File: config.mk
export PLATFORM = sky130hd
export DESIGN_NAME = systolic_array
export DESIGN_NICKNAME = d
export VERILOG_FILES = /design/src/common/systolic_pkg.sv /design/src/logic/systolic_array.sv /design/src/processing_element/processing_element.sv /design/src/processing_element/pe_control_unit.sv /design/src/processing_element/pe_accumulator.sv /design/src/logic/stream_skid_buffer.sv
export SDC_FILE = /design/constraint.sdc
export NUM_CORES = 2
export LEC_CHECK = 0
export ABC_CLOCK_PERIOD_IN_PS = 7600
export BUFFER_PORTS_ARGS = -buffer_cell sky130_fd_sc_hd__clkbuf_2
export CORE_UTILIZATION = 35
export CTS_CLUSTER_DIAMETER = 150
export DETAILED_ROUTE_END_ITERATION = 16
export GPL_ROUTABILITY_DRIVEN = 0
export GPL_TIMING_DRIVEN = 0
export HOLD_SLACK_MARGIN = 0.05
export RECOVER_POWER = 100
export SYNTH_ARGS = -nofsm -noshare
export SYNTH_HDL_FRONTEND = slang
export SYNTH_HIERARCHICAL = 1
export SYNTH_SLANG_ARGS = --single-unit
export TNS_END_PERCENT = 100
File: constraint.sdc
create_clock -name clk -period 7.6 [get_ports clk]
set_input_delay 0.38 -clock clk [delete_from_list [all_inputs] [get_ports clk]]
set_output_delay 0.38 -clock clk [all_outputs]
set_load 0.01 [all_outputs]
File: src/common/systolic_pkg.sv
package systolic_pkg;

  // Operand and result words, signed Q4.12
  localparam int data_width = 16;
  localparam int frac_bits = 12;

  // 32-bit product plus guard bits for long vectors
  localparam int acc_width = 40;

  // Grid size
  localparam int array_rows = 2;
  localparam int array_cols = 2;
  localparam int row_idx_width = 1;

  // Vertical user tag is kind bit, spare bits, row index
  localparam int tag_width = 4;
  localparam int spare_width = tag_width - 1 - row_idx_width;

  typedef logic signed [data_width-1:0] operand_t;
  typedef logic signed [acc_width-1:0] acc_t;
  typedef logic [row_idx_width-1:0] row_idx_t;
  typedef logic [spare_width-1:0] spare_t;

  // Meaning of the kind bit in the tag
  typedef enum logic {
    kind_operand = 1'b0,
    kind_result = 1'b1
  } word_kind_t;

  // Left-to-right link, A operands
  typedef struct packed {
    operand_t data;
    logic last;
  } left_word_t;

  // Top-to-bottom link, B operands or tagged results
  typedef struct packed {
    operand_t data;
    logic last;
    word_kind_t kind;
    spare_t spare;
    row_idx_t row;
  } vert_word_t;

  // Element control phases
  typedef enum logic [1:0] {
    pe_compute,
    pe_export,
    pe_relay
  } pe_state_t;

endpackage
File: src/logic/systolic_array.sv
`timescale 1ns/1ps

module systolic_array (
  input  logic                                                  clk,
  input  logic                                                  rst,
  input  systolic_pkg::left_word_t [systolic_pkg::array_rows-1:0] left_word,
  input  logic [systolic_pkg::array_rows-1:0]                   left_valid,
  output logic [systolic_pkg::array_rows-1:0]                   left_ready,
  input  systolic_pkg::vert_word_t [systolic_pkg::array_cols-1:0] up_word,
  input  logic [systolic_pkg::array_cols-1:0]                   up_valid,
  output logic [systolic_pkg::array_cols-1:0]                   up_ready,
  output systolic_pkg::vert_word_t [systolic_pkg::array_cols-1:0] down_word,
  output logic [systolic_pkg::array_cols-1:0]                   down_valid,
  input  logic [systolic_pkg::array_cols-1:0]                   down_ready,
  output logic                                                  err_unaligned,
  output logic                                                  err_tag
);

  localparam int rows = systolic_pkg::array_rows;
  localparam int cols = systolic_pkg::array_cols;

  // Horizontal links, column index is the receiving element, cols is the right edge
  systolic_pkg::left_word_t h_word [rows][cols+1];
  logic h_valid [rows][cols+1];
  logic h_ready [rows][cols+1];

  // Vertical links, row index is the receiving element, rows is the bottom edge
  systolic_pkg::vert_word_t v_word [rows+1][cols];
  logic v_valid [rows+1][cols];
  logic v_ready [rows+1][cols];

  logic [rows*cols-1:0] pe_err_unaligned;
  logic [rows*cols-1:0] pe_err_tag;

  genvar r, c;
  generate
    for (r = 0; r < rows; r++) begin : g_row
      // Left edge feeds column 0
      assign h_word[r][0] = left_word[r];
      assign h_valid[r][0] = left_valid[r];
      assign left_ready[r] = h_ready[r][0];
      // Last column never forwards right
      assign h_ready[r][cols] = 1'b1;
    end

    for (c = 0; c < cols; c++) begin : g_col
      assign v_word[0][c] = up_word[c];
      assign v_valid[0][c] = up_valid[c];
      assign up_ready[c] = v_ready[0][c];
      // Bottom edge carries each column's result burst
      assign down_word[c] = v_word[rows][c];
      assign down_valid[c] = v_valid[rows][c];
      assign v_ready[rows][c] = down_ready[c];
    end

    for (r = 0; r < rows; r++) begin : g_pe_row
      for (c = 0; c < cols; c++) begin : g_pe_col
        processing_element #(
          .row_index(r),
          .col_index(c)
        ) pe_i (
          .clk(clk),
          .rst(rst),
          .left_in(h_word[r][c]),
          .left_in_valid(h_valid[r][c]),
          .left_in_ready(h_ready[r][c]),
          .up_in(v_word[r][c]),
          .up_in_valid(v_valid[r][c]),
          .up_in_ready(v_ready[r][c]),
          .right_out(h_word[r][c+1]),
          .right_out_valid(h_valid[r][c+1]),
          .right_out_ready(h_ready[r][c+1]),
          .down_out(v_word[r+1][c]),
          .down_out_valid(v_valid[r+1][c]),
          .down_out_ready(v_ready[r+1][c]),
          .err_unaligned(pe_err_unaligned[r*cols+c]),
          .err_tag(pe_err_tag[r*cols+c])
        );
      end
    end
  endgenerate

  // Any element fault shows at the top
  assign err_unaligned = |pe_err_unaligned;
  assign err_tag = |pe_err_tag;

endmodule

File: src/processing_element/processing_element.sv
`timescale 1ns/1ps

module processing_element #(
  parameter int row_index = 0,
  parameter int col_index = 0
) (
  input  logic                     clk,
  input  logic                     rst,
  input  systolic_pkg::left_word_t left_in,
  input  logic                     left_in_valid,
  output logic                     left_in_ready,
  input  systolic_pkg::vert_word_t up_in,
  input  logic                     up_in_valid,
  output logic                     up_in_ready,
  output systolic_pkg::left_word_t right_out,
  output logic                     right_out_valid,
  input  logic                     right_out_ready,
  output systolic_pkg::vert_word_t down_out,
  output logic                     down_out_valid,
  input  logic                     down_out_ready,
  output logic                     err_unaligned,
  output logic                     err_tag
);

  // Edge position decides which outputs are dropped
  localparam bit last_column = col_index == systolic_pkg::array_cols - 1;
  localparam bit last_row = row_index == systolic_pkg::array_rows - 1;

  systolic_pkg::left_word_t left_buf;
  logic left_buf_valid;
  systolic_pkg::vert_word_t up_buf;
  logic up_buf_valid;
  systolic_pkg::vert_word_t result_word;
  systolic_pkg::operand_t result;
  logic left_take;
  logic up_take;
  logic accumulate;
  logic restart;
  logic send_result;

  // Input registers
  stream_skid_buffer #(
    .word_type(systolic_pkg::left_word_t)
  ) left_skid_i (
    .clk(clk),
    .rst(rst),
    .in_word(left_in),
    .in_valid(left_in_valid),
    .in_ready(left_in_ready),
    .out_word(left_buf),
    .out_valid(left_buf_valid),
    .out_ready(left_take)
  );

  stream_skid_buffer #(
    .word_type(systolic_pkg::vert_word_t)
  ) up_skid_i (
    .clk(clk),
    .rst(rst),
    .in_word(up_in),
    .in_valid(up_in_valid),
    .in_ready(up_in_ready),
    .out_word(up_buf),
    .out_valid(up_buf_valid),
    .out_ready(up_take)
  );

  // A from the left, B from the top
  pe_accumulator accumulator_i (
    .clk(clk),
    .rst(rst),
    .operand_a(left_buf.data),
    .operand_b(up_buf.data),
    .accumulate(accumulate),
    .restart(restart),
    .result(result)
  );

  pe_control_unit #(
    .row_index(row_index),
    .last_column(last_column),
    .last_row(last_row)
  ) control_i (
    .clk(clk),
    .rst(rst),
    .left_valid(left_buf_valid),
    .left_last(left_buf.last),
    .up_valid(up_buf_valid),
    .up_last(up_buf.last),
    .up_kind(up_buf.kind),
    .right_ready(right_out_ready),
    .down_ready(down_out_ready),
    .left_take(left_take),
    .up_take(up_take),
    .accumulate(accumulate),
    .restart(restart),
    .right_valid(right_out_valid),
    .down_valid(down_out_valid),
    .send_result(send_result),
    .err_unaligned(err_unaligned),
    .err_tag(err_tag)
  );

  // Own result, tagged with the row, last only on the top row
  always_comb begin
    result_word.data = result;
    result_word.last = row_index == 0;
    result_word.kind = systolic_pkg::kind_result;
    result_word.spare = '0;
    result_word.row = systolic_pkg::row_idx_t'(row_index);
  end

  // Operands pass through unchanged
  assign right_out = left_buf;
  assign down_out = send_result ? result_word : up_buf;

endmodule

File: src/processing_element/pe_control_unit.sv
`timescale 1ns/1ps

module pe_control_unit #(
  parameter int row_index = 0,
  parameter bit last_column = 1'b0,
  parameter bit last_row = 1'b0
) (
  input  logic                     clk,
  input  logic                     rst,
  input  logic                     left_valid,
  input  logic                     left_last,
  input  logic                     up_valid,
  input  logic                     up_last,
  input  systolic_pkg::word_kind_t up_kind,
  input  logic                     right_ready,
  input  logic                     down_ready,
  output logic                     left_take,
  output logic                     up_take,
  output logic                     accumulate,
  output logic                     restart,
  output logic                     right_valid,
  output logic                     down_valid,
  output logic                     send_result,
  output logic                     err_unaligned,
  output logic                     err_tag
);

  systolic_pkg::pe_state_t state;
  systolic_pkg::row_idx_t relay_count;
  logic first_pair;
  // Per-output flags for a pair already handed on
  logic right_sent;
  logic down_sent;
  logic pair_valid;
  logic right_done;
  logic down_done;
  logic consume;
  logic export_move;
  logic relay_move;
  logic relay_end;
  logic tag_bad;

  // Both operands present while computing
  assign pair_valid = (state == systolic_pkg::pe_compute) && left_valid && up_valid;

  // Edge outputs count as always satisfied
  assign right_done = last_column || right_sent || right_ready;
  assign down_done = last_row || down_sent || down_ready;
  assign consume = pair_valid && right_done && down_done;

  assign export_move = (state == systolic_pkg::pe_export) && down_ready;
  assign relay_move = (state == systolic_pkg::pe_relay) && up_valid && down_ready;
  assign relay_end = relay_count == systolic_pkg::row_idx_t'(row_index - 1);

  // Both inputs leave together
  assign left_take = consume;
  assign up_take = consume || relay_move;
  assign accumulate = consume;
  assign restart = first_pair;
  assign send_result = state == systolic_pkg::pe_export;

  assign right_valid = pair_valid && !last_column && !right_sent;

  always_comb begin
    case (state)
      systolic_pkg::pe_compute: down_valid = pair_valid && !last_row && !down_sent;
      systolic_pkg::pe_export:  down_valid = 1'b1;
      systolic_pkg::pe_relay:   down_valid = up_valid;
      default:                  down_valid = 1'b0;
    endcase
  end

  // Results from above during compute, operands during relay
  assign tag_bad = up_valid &&
      ((state == systolic_pkg::pe_compute && up_kind == systolic_pkg::kind_result) ||
       (state == systolic_pkg::pe_relay && up_kind == systolic_pkg::kind_operand));

  always_ff @(posedge clk) begin
    if (rst) begin
      state <= systolic_pkg::pe_compute;
      relay_count <= '0;
      first_pair <= 1'b1;
      right_sent <= 1'b0;
      down_sent <= 1'b0;
      err_unaligned <= 1'b0;
      err_tag <= 1'b0;
    end else begin
      // Partial forwarding, remember which side already took the pair
      if (consume) begin
        right_sent <= 1'b0;
        down_sent <= 1'b0;
      end else if (pair_valid) begin
        right_sent <= right_sent || (right_valid && right_ready);
        down_sent <= down_sent || (down_valid && down_ready);
      end

      if (consume) begin
        first_pair <= 1'b0;
      end else if (export_move) begin
        first_pair <= 1'b1;
      end

      case (state)
        systolic_pkg::pe_compute: begin
          // Either last mark closes the vector
          if (consume && (left_last || up_last)) begin
            state <= systolic_pkg::pe_export;
          end
        end
        systolic_pkg::pe_export: begin
          if (export_move) begin
            relay_count <= '0;
            // Row 0 has nobody above to relay
            state <= (row_index == 0) ? systolic_pkg::pe_compute : systolic_pkg::pe_relay;
          end
        end
        systolic_pkg::pe_relay: begin
          if (relay_move) begin
            if (relay_end) begin
              state <= systolic_pkg::pe_compute;
            end else begin
              relay_count <= relay_count + 1'b1;
            end
          end
        end
        default: state <= systolic_pkg::pe_compute;
      endcase

      // Sticky until reset
      if (consume && (left_last != up_last)) begin
        err_unaligned <= 1'b1;
      end
      if (tag_bad) begin
        err_tag <= 1'b1;
      end
    end
  end

endmodule

File: src/processing_element/pe_accumulator.sv
`timescale 1ns/1ps

module pe_accumulator (
  input  logic                  clk,
  input  logic                  rst,
  input  systolic_pkg::operand_t operand_a,
  input  systolic_pkg::operand_t operand_b,
  input  logic                  accumulate,
  input  logic                  restart,
  output systolic_pkg::operand_t result
);

  systolic_pkg::acc_t sum;
  systolic_pkg::acc_t product;
  systolic_pkg::acc_t base;

  // Operands sign extended to full width before multiply
  assign product = operand_a * operand_b;

  // New vector starts from zero
  assign base = restart ? '0 : sum;

  always_ff @(posedge clk) begin
    if (rst) begin
      sum <= '0;
    end else if (accumulate) begin
      // Wraps on overflow
      sum <= base + product;
    end
  end

  // Q8.24 sum back to Q4.12, floor and wrap
  assign result = sum[systolic_pkg::frac_bits +: systolic_pkg::data_width];

endmodule

File: src/logic/stream_skid_buffer.sv
`timescale 1ns/1ps

module stream_skid_buffer #(
  parameter type word_type = logic
) (
  input  logic     clk,
  input  logic     rst,
  input  word_type in_word,
  input  logic     in_valid,
  output logic     in_ready,
  output word_type out_word,
  output logic     out_valid,
  input  logic     out_ready
);

  // Second slot catches a word when the output stalls
  word_type skid_word;
  logic skid_valid;
  logic out_free;

  // Output slot can load when empty or being drained
  assign out_free = out_ready || !out_valid;

  // Ready comes straight from a flop
  assign in_ready = !skid_valid;

  always_ff @(posedge clk) begin
    if (rst) begin
      out_valid <= 1'b0;
      skid_valid <= 1'b0;
    end else if (out_free) begin
      // Skid word goes first, else take the new input
      out_valid <= skid_valid || in_valid;
      skid_valid <= 1'b0;
    end else if (in_valid && in_ready) begin
      // Output stuck, park the incoming word
      skid_valid <= 1'b1;
    end
  end

  always_ff @(posedge clk) begin
    if (out_free) begin
      out_word <= skid_valid ? skid_word : in_word;
    end
    // Only meaningful once skid_valid rises
    if (in_ready) begin
      skid_word <= in_word;
    end
  end

endmodule

Word-level counts from Yosys, hierarchy flattened
Cells that the tools add are included.
W data, S select, Z words.
Cells by class
  muxes and demuxes: 64
  reduce and logical (&&, ||, !) cells: 145
  multiply operators: 4
  bitwise operators: 4
  $add $sub $neg: 8
  equal/unequal tests: 28
Operators with widths (count)
  $mux W21: 8
  $add A40 B40 Y40: 4
  $mux W40: 4
  $mul A16 B16 Y32: 4
  $mux W17: 4
  $logic_and A1 B1 Y1: 56
  $logic_or A1 B1 Y1: 36
  $mux W2: 16
  $ne A2 B2 Y1 const B: 12
  $pmux W2 S3: 4
  $reduce_or A2 Y1: 11
  $logic_not A1 Y1: 20
  $mux W1: 20
  $reduce_and A4 Y1: 4
  $reduce_bool A2 Y1: 8
  $pmux W1 S2: 6
  $reduce_and A3 Y1: 4
  $eq A2 B1 Y1 const B: 4
  $eq A2 B2 Y1 const B: 4
  $logic_not A2 Y1: 4
  $ne A2 B1 Y1 const B: 4
  $reduce_or A4 Y1: 2
  $pmux W1 S3: 2
  $add A1 B1 Y1 const B: 4
  other kinds (2): 8
Storage, ports and cells
  logic and storage cells: 353
  bits of input ports: 84
  output and inout bits: 50
  flip-flop bits (word level): 508

Logic depth before layout (Yosys ltp)
  depth after elaboration: 8
  depth in mapped cells: 24
  gate-level depth less buffers: 23

Cells and area by module
Netlist, hierarchy kept.
By module, submodules not included
  pe_accumulator (g_pe_row[0].g_pe_col[1].pe_i.accumulator_i ...): cells an instance 1248, sequential area each 560.5 um^2, times used 2, area an instance 11146.9 um^2
  pe_accumulator (g_pe_row[1].g_pe_col[1].pe_i.accumulator_i): cells an instance 1221, sequential area each 560.5 um^2, times used 1, area an instance 11119.4 um^2
  pe_accumulator (g_pe_row[0].g_pe_col[0].pe_i.accumulator_i): cells an instance 1233, sequential area each 560.5 um^2, times used 1, area an instance 11099.4 um^2
  stream_skid_buffer (g_pe_row[0].g_pe_col[0].pe_i.up_skid_i ...): cells an instance 72, sequential area each 1091.0 um^2, times used 4, area an instance 1373.8 um^2
  stream_skid_buffer (g_pe_row[0].g_pe_col[0].pe_i.left_skid_i ...): cells an instance 60, sequential area each 890.9 um^2, times used 4, area an instance 1167.4 um^2
  processing_element: cells an instance 23, sequential area each 0.0 um^2, times used 4, area an instance 290.3 um^2
  pe_control_unit (g_pe_row[1].g_pe_col[0].pe_i.control_i): cells an instance 43, sequential area each 120.1 um^2, times used 1, area an instance 376.6 um^2
  pe_control_unit (g_pe_row[1].g_pe_col[1].pe_i.control_i): cells an instance 38, sequential area each 100.1 um^2, times used 1, area an instance 335.3 um^2
  pe_control_unit (g_pe_row[0].g_pe_col[0].pe_i.control_i): cells an instance 32, sequential area each 120.1 um^2, times used 1, area an instance 286.5 um^2
  pe_control_unit (g_pe_row[0].g_pe_col[1].pe_i.control_i): cells an instance 29, sequential area each 100.1 um^2, times used 1, area an instance 244.0 um^2
  systolic_array: cells an instance 9, sequential area each 0.0 um^2, times used 1, area an instance 63.8 um^2

Least setup slack after synthesis
Ideal clock, no wire load.
  path type: register to register
  start: reg g_pe_row[0].g_pe_col[0].pe_i/left_skid_i/out_word[6] (netlist bit)
  end: reg g_pe_row[0].g_pe_col[0].pe_i.accumulator_i.sum[20]
  path slack: 1.675 ns
  required time: 7.459 ns
  arrival: 5.784 ns
  cell stages (with the launch flop): 23
  path buffers: 1
  period minus slack after synthesis: 5.925 ns
  setup time: 0.141 ns
  cells stage by stage: edfxtp_1 > clkbuf_1 > and2_1 > fa_1 > inv_1 > fa_1 > fa_1 > fa_1 > inv_1 > fa_1 > inv_1 > fa_1 > inv_1 > ha_1 > a21oi_1 > o21ai_0 > and3_1 > a311oi_1 > a21oi_1 > a21o_1 > a21oi_1 > or4b_1 > o311ai_1
Between the ends
  word-level cells in the longest chain between the ends: 2
RTL lines
  start, declared: RTL line stream_skid_buffer.sv:11  | output word_type out_word,
  start signal, assigned: RTL line stream_skid_buffer.sv:43  | out_word <= skid_valid ? skid_word : in_word;
  $mul A16 B16 Y32: RTL line pe_accumulator.sv:18  | assign product = operand_a * operand_b;
  $add A40 B40 Y40: RTL line pe_accumulator.sv:28  | sum <= base + product;
  end signal, assigned: RTL line pe_accumulator.sv:28
  end, declared: RTL line pe_accumulator.sv:13  | systolic_pkg::acc_t sum;
No other way between the ends.
A chain may end at the register's enable or synchronous reset.

Worst setup path in the final report
  start: reg g_pe_row[0].g_pe_col[0].pe_i/up_skid_i/out_word[10] (netlist bit)
  end: reg g_pe_row[0].g_pe_col[0].pe_i.accumulator_i.sum[26]
Between the ends
  word-level cells in the longest chain between the ends: 2
RTL lines (RTL line)
  start, declared: stream_skid_buffer.sv:11
  start signal, assigned: stream_skid_buffer.sv:43
  $mul A16 B16 Y32: pe_accumulator.sv:18
  $add A40 B40 Y40: pe_accumulator.sv:28
No other way between the ends.

==> results.json <==
{
  "grt_pass1_vias": 41700,
  "grt_pass1_wl_um": 242700,
  "synth_area_um2": 57120,
  "synth_nets": 7189,
  "pre_cts_ws_ps": 414.0,
  "grt_max_degree": 52,
  "area_growth_pct": 9.426,
  "min_period_over_period_pct": 95.96,
  "drc": 0,
  "grt_remaining_overflow": 0,
  "worst-r2r-cell-count": 22,
  "yosys_warnings": 6,
  "worstPathCellList": "clkbuf_1, and2_0, fa_1, inv_1, fa_1, fa_1, fa_1, inv_1, fa_1, inv_1, fa_1, inv_1, ha_1, a21oi_1, o21ai_0, and3_1, a311o_1, o21ai_1, a31oi_1, a31oi_1, xor2_1, o22ai_1",
  "cts_tree": "done",
  "cts.sinks": 454,
  "num_io_pins": 134,
  "root_buffer": "clkbuf_16",
  "wl_per_cell_um": 18.74,
  "numCtsBuffers": 55,
  "start_kind": "register",
  "worst_pin_slew_ps": 1427,
  "die_y_um": 406.0,
  "via_per_inst": 4.703,
  "postSynthCellCount": 5716,
  "rsz0062_at_grt": "no",
  "min_path_type": "in -> reg",
  "status": "finished, final reports clean",
  "cp-end-kind": "register",
  "path_class": "reg -> reg",
  "fin_setup_tns_ps": 0,
  "crit_fanout": 10,
  "nFillCells": 16160,
  "skew_ps": 40.19,
  "min_path_cells": 2,
  "cp.arrival_ps": 7850,
  "port_buffers": 133,
  "min_to": "g_pe_row[1].g_pe_col[0].pe_i/control_i/restart$_SDFFE_PP1P_",
  "cp.depth": 22,
  "die_area_um2": 164800,
  "htreeDepth": 2,
  "drt_first_iter_violations": 2290,
  "clockBufferDepth": 3,
  "die_w_um": 406.0,
  "rrSetupSlack_ps": 310,
  "crit_family": "adder cells",
  "postRouteAntennaNets": 0,
  "slowest_stage": "edfxtp_1",
  "wirelength_um": 153600,
  "final_hold_viol_count": 0,
  "crit_top_cell": "fa_1",
  "final_nets": 7461,
  "fin_util_pct": 38.75,
  "antenna_found_initial": 14,
  "drive_gt1_share_pct": 6.761,
  "setup_violations": 0,
  "relSlewSlack_pct": 4.886,
  "first_pass_iters": 5,
  "initial_utilization_pct": 35.41,
  "worstPathBufferInverterCount": 5,
  "syn_area_per_cell_um2": 9.993,
  "finalWorstSetupSlack_ps": 306.7,
  "dp_hpwl_um": 126700,
  "vias": 38560,
  "slew_viol_final": 0,
  "coreArea_um2": 161300,
  "fmax_ghz": 0.1371,
  "min_from": "rst",
  "cp.required_ps": 8160,
  "core.rowCount": 147,
  "cts.reportedPaths.clkPinSlew_ps": 60,
  "cts_resized": 0,
  "drv_cap": 0,
  "grtUsageTotal_pct": 19.36,
  "period_needed_ps": 7293,
  "slowest_delay_ps": 810,
  "clkLatencyLatePin_ps": 690
}
-- registers in the layout (all words and copies together), names as in the netlist, 6 cells and up --
| signal | cells |
|---|---|
| g_pe_row.g_pe_col.pe_i/accumulator_i/sum | 112 |
| g_pe_row.g_pe_col.pe_i/control_i/state | 6 |
| g_pe_row.g_pe_col.pe_i/left_skid_i/out_word | 68 |
| g_pe_row.g_pe_col.pe_i/left_skid_i/skid_word | 68 |
| g_pe_row.g_pe_col.pe_i/up_skid_i/out_word | 84 |
| g_pe_row.g_pe_col.pe_i/up_skid_i/skid_word | 84 |
-- final cells by class --
class | instances | area, um^2 | share of cell area, %
Timing Repair Buffer | 215 | 1489 | 2.382
Buffer | 262 | 1315 | 2.104
Antenna cell | 3 | 7.507 | 0.01201
Sequential cell | 454 | 10610 | 16.98
Inverter | 1356 | 5090 | 8.143
Clock inverter | 32 | 290.3 | 0.4644
Multi-Input combinational cell | 3644 | 39520 | 63.23
Clock buffer | 72 | 1480 | 2.368
Tap cell | 2160 | 2703 | 4.324
-- worst max path at each step --
stage,to,slack [ps]
6_report,register,310
5_1_grt,register,20
4_1_cts,register,400
3_5_place_dp,register,410
3_3_place_gp,register,460
2_1_floorplan,register,1680
-- cell usage in the layout, fill, tap and decap left out, drive strengths merged, types with 11 or more instances in the layout --
cell and count:
a22o 11, xnor2 118, clkinv 21, dfxtp 302, edfxtp 152, buf 77, clkbuf 391, a31oi 19
o21a 12, a211oi 12, nor3 14, nand2b 76, nand2 494, o21ai 47, mux2 219, nand3 16
xor2 43, nor2b 136, nor2 178, or3 11, a21oi 100, a21o 46, o22ai 13, ha 369
dlygate4sd3 81, fa 1020, and2 511, mux2i 67, inv 1359
-- per-stage QoR --
stage	instance area [um^2]	instances	hold slack, ps
detailed placement	60520	8010	455.0
finish	62500	8198	107.1
CTS	63100	8195	61.63
global route	62490	8195	81.05
floorplan	57120	5716	428.1
global placement	60490	8009	450.9
-- timing repair --
action | in CTS | in global routing
hold buffers | 81 | 0
buffers inserted | 0 | 0
hold endpoints to repair | 155 | 0
-- per-layer routing --
layer	global-route usage (%)	part of all wire, %	vias up
li1	-	-	17600
met1	26.94	45	19740
met2	31.54	46	1023
met3	3.156	6.5	186
met4	4.230	2.3	6
met5	0	0.023	-
-- worst register-to-register path: stages, from the launching register on --
cell	delay, ps
edfxtp_1	810
clkbuf_1	590
and2_0	250
fa_1	420
inv_1	90
fa_1	420
fa_1	500
fa_1	490
inv_1	50
fa_1	520
inv_1	60
fa_1	540
inv_1	40
ha_1	370
a21oi_1	150
o21ai_0	140
and3_1	230
a311o_1	370
o21ai_1	330
a31oi_1	210
a31oi_1	240
xor2_1	240
o22ai_1	100
Power is left out: the tool's default activity adds up to more than one toggle a clock period on the data nets, which glitch-free logic cannot reach.
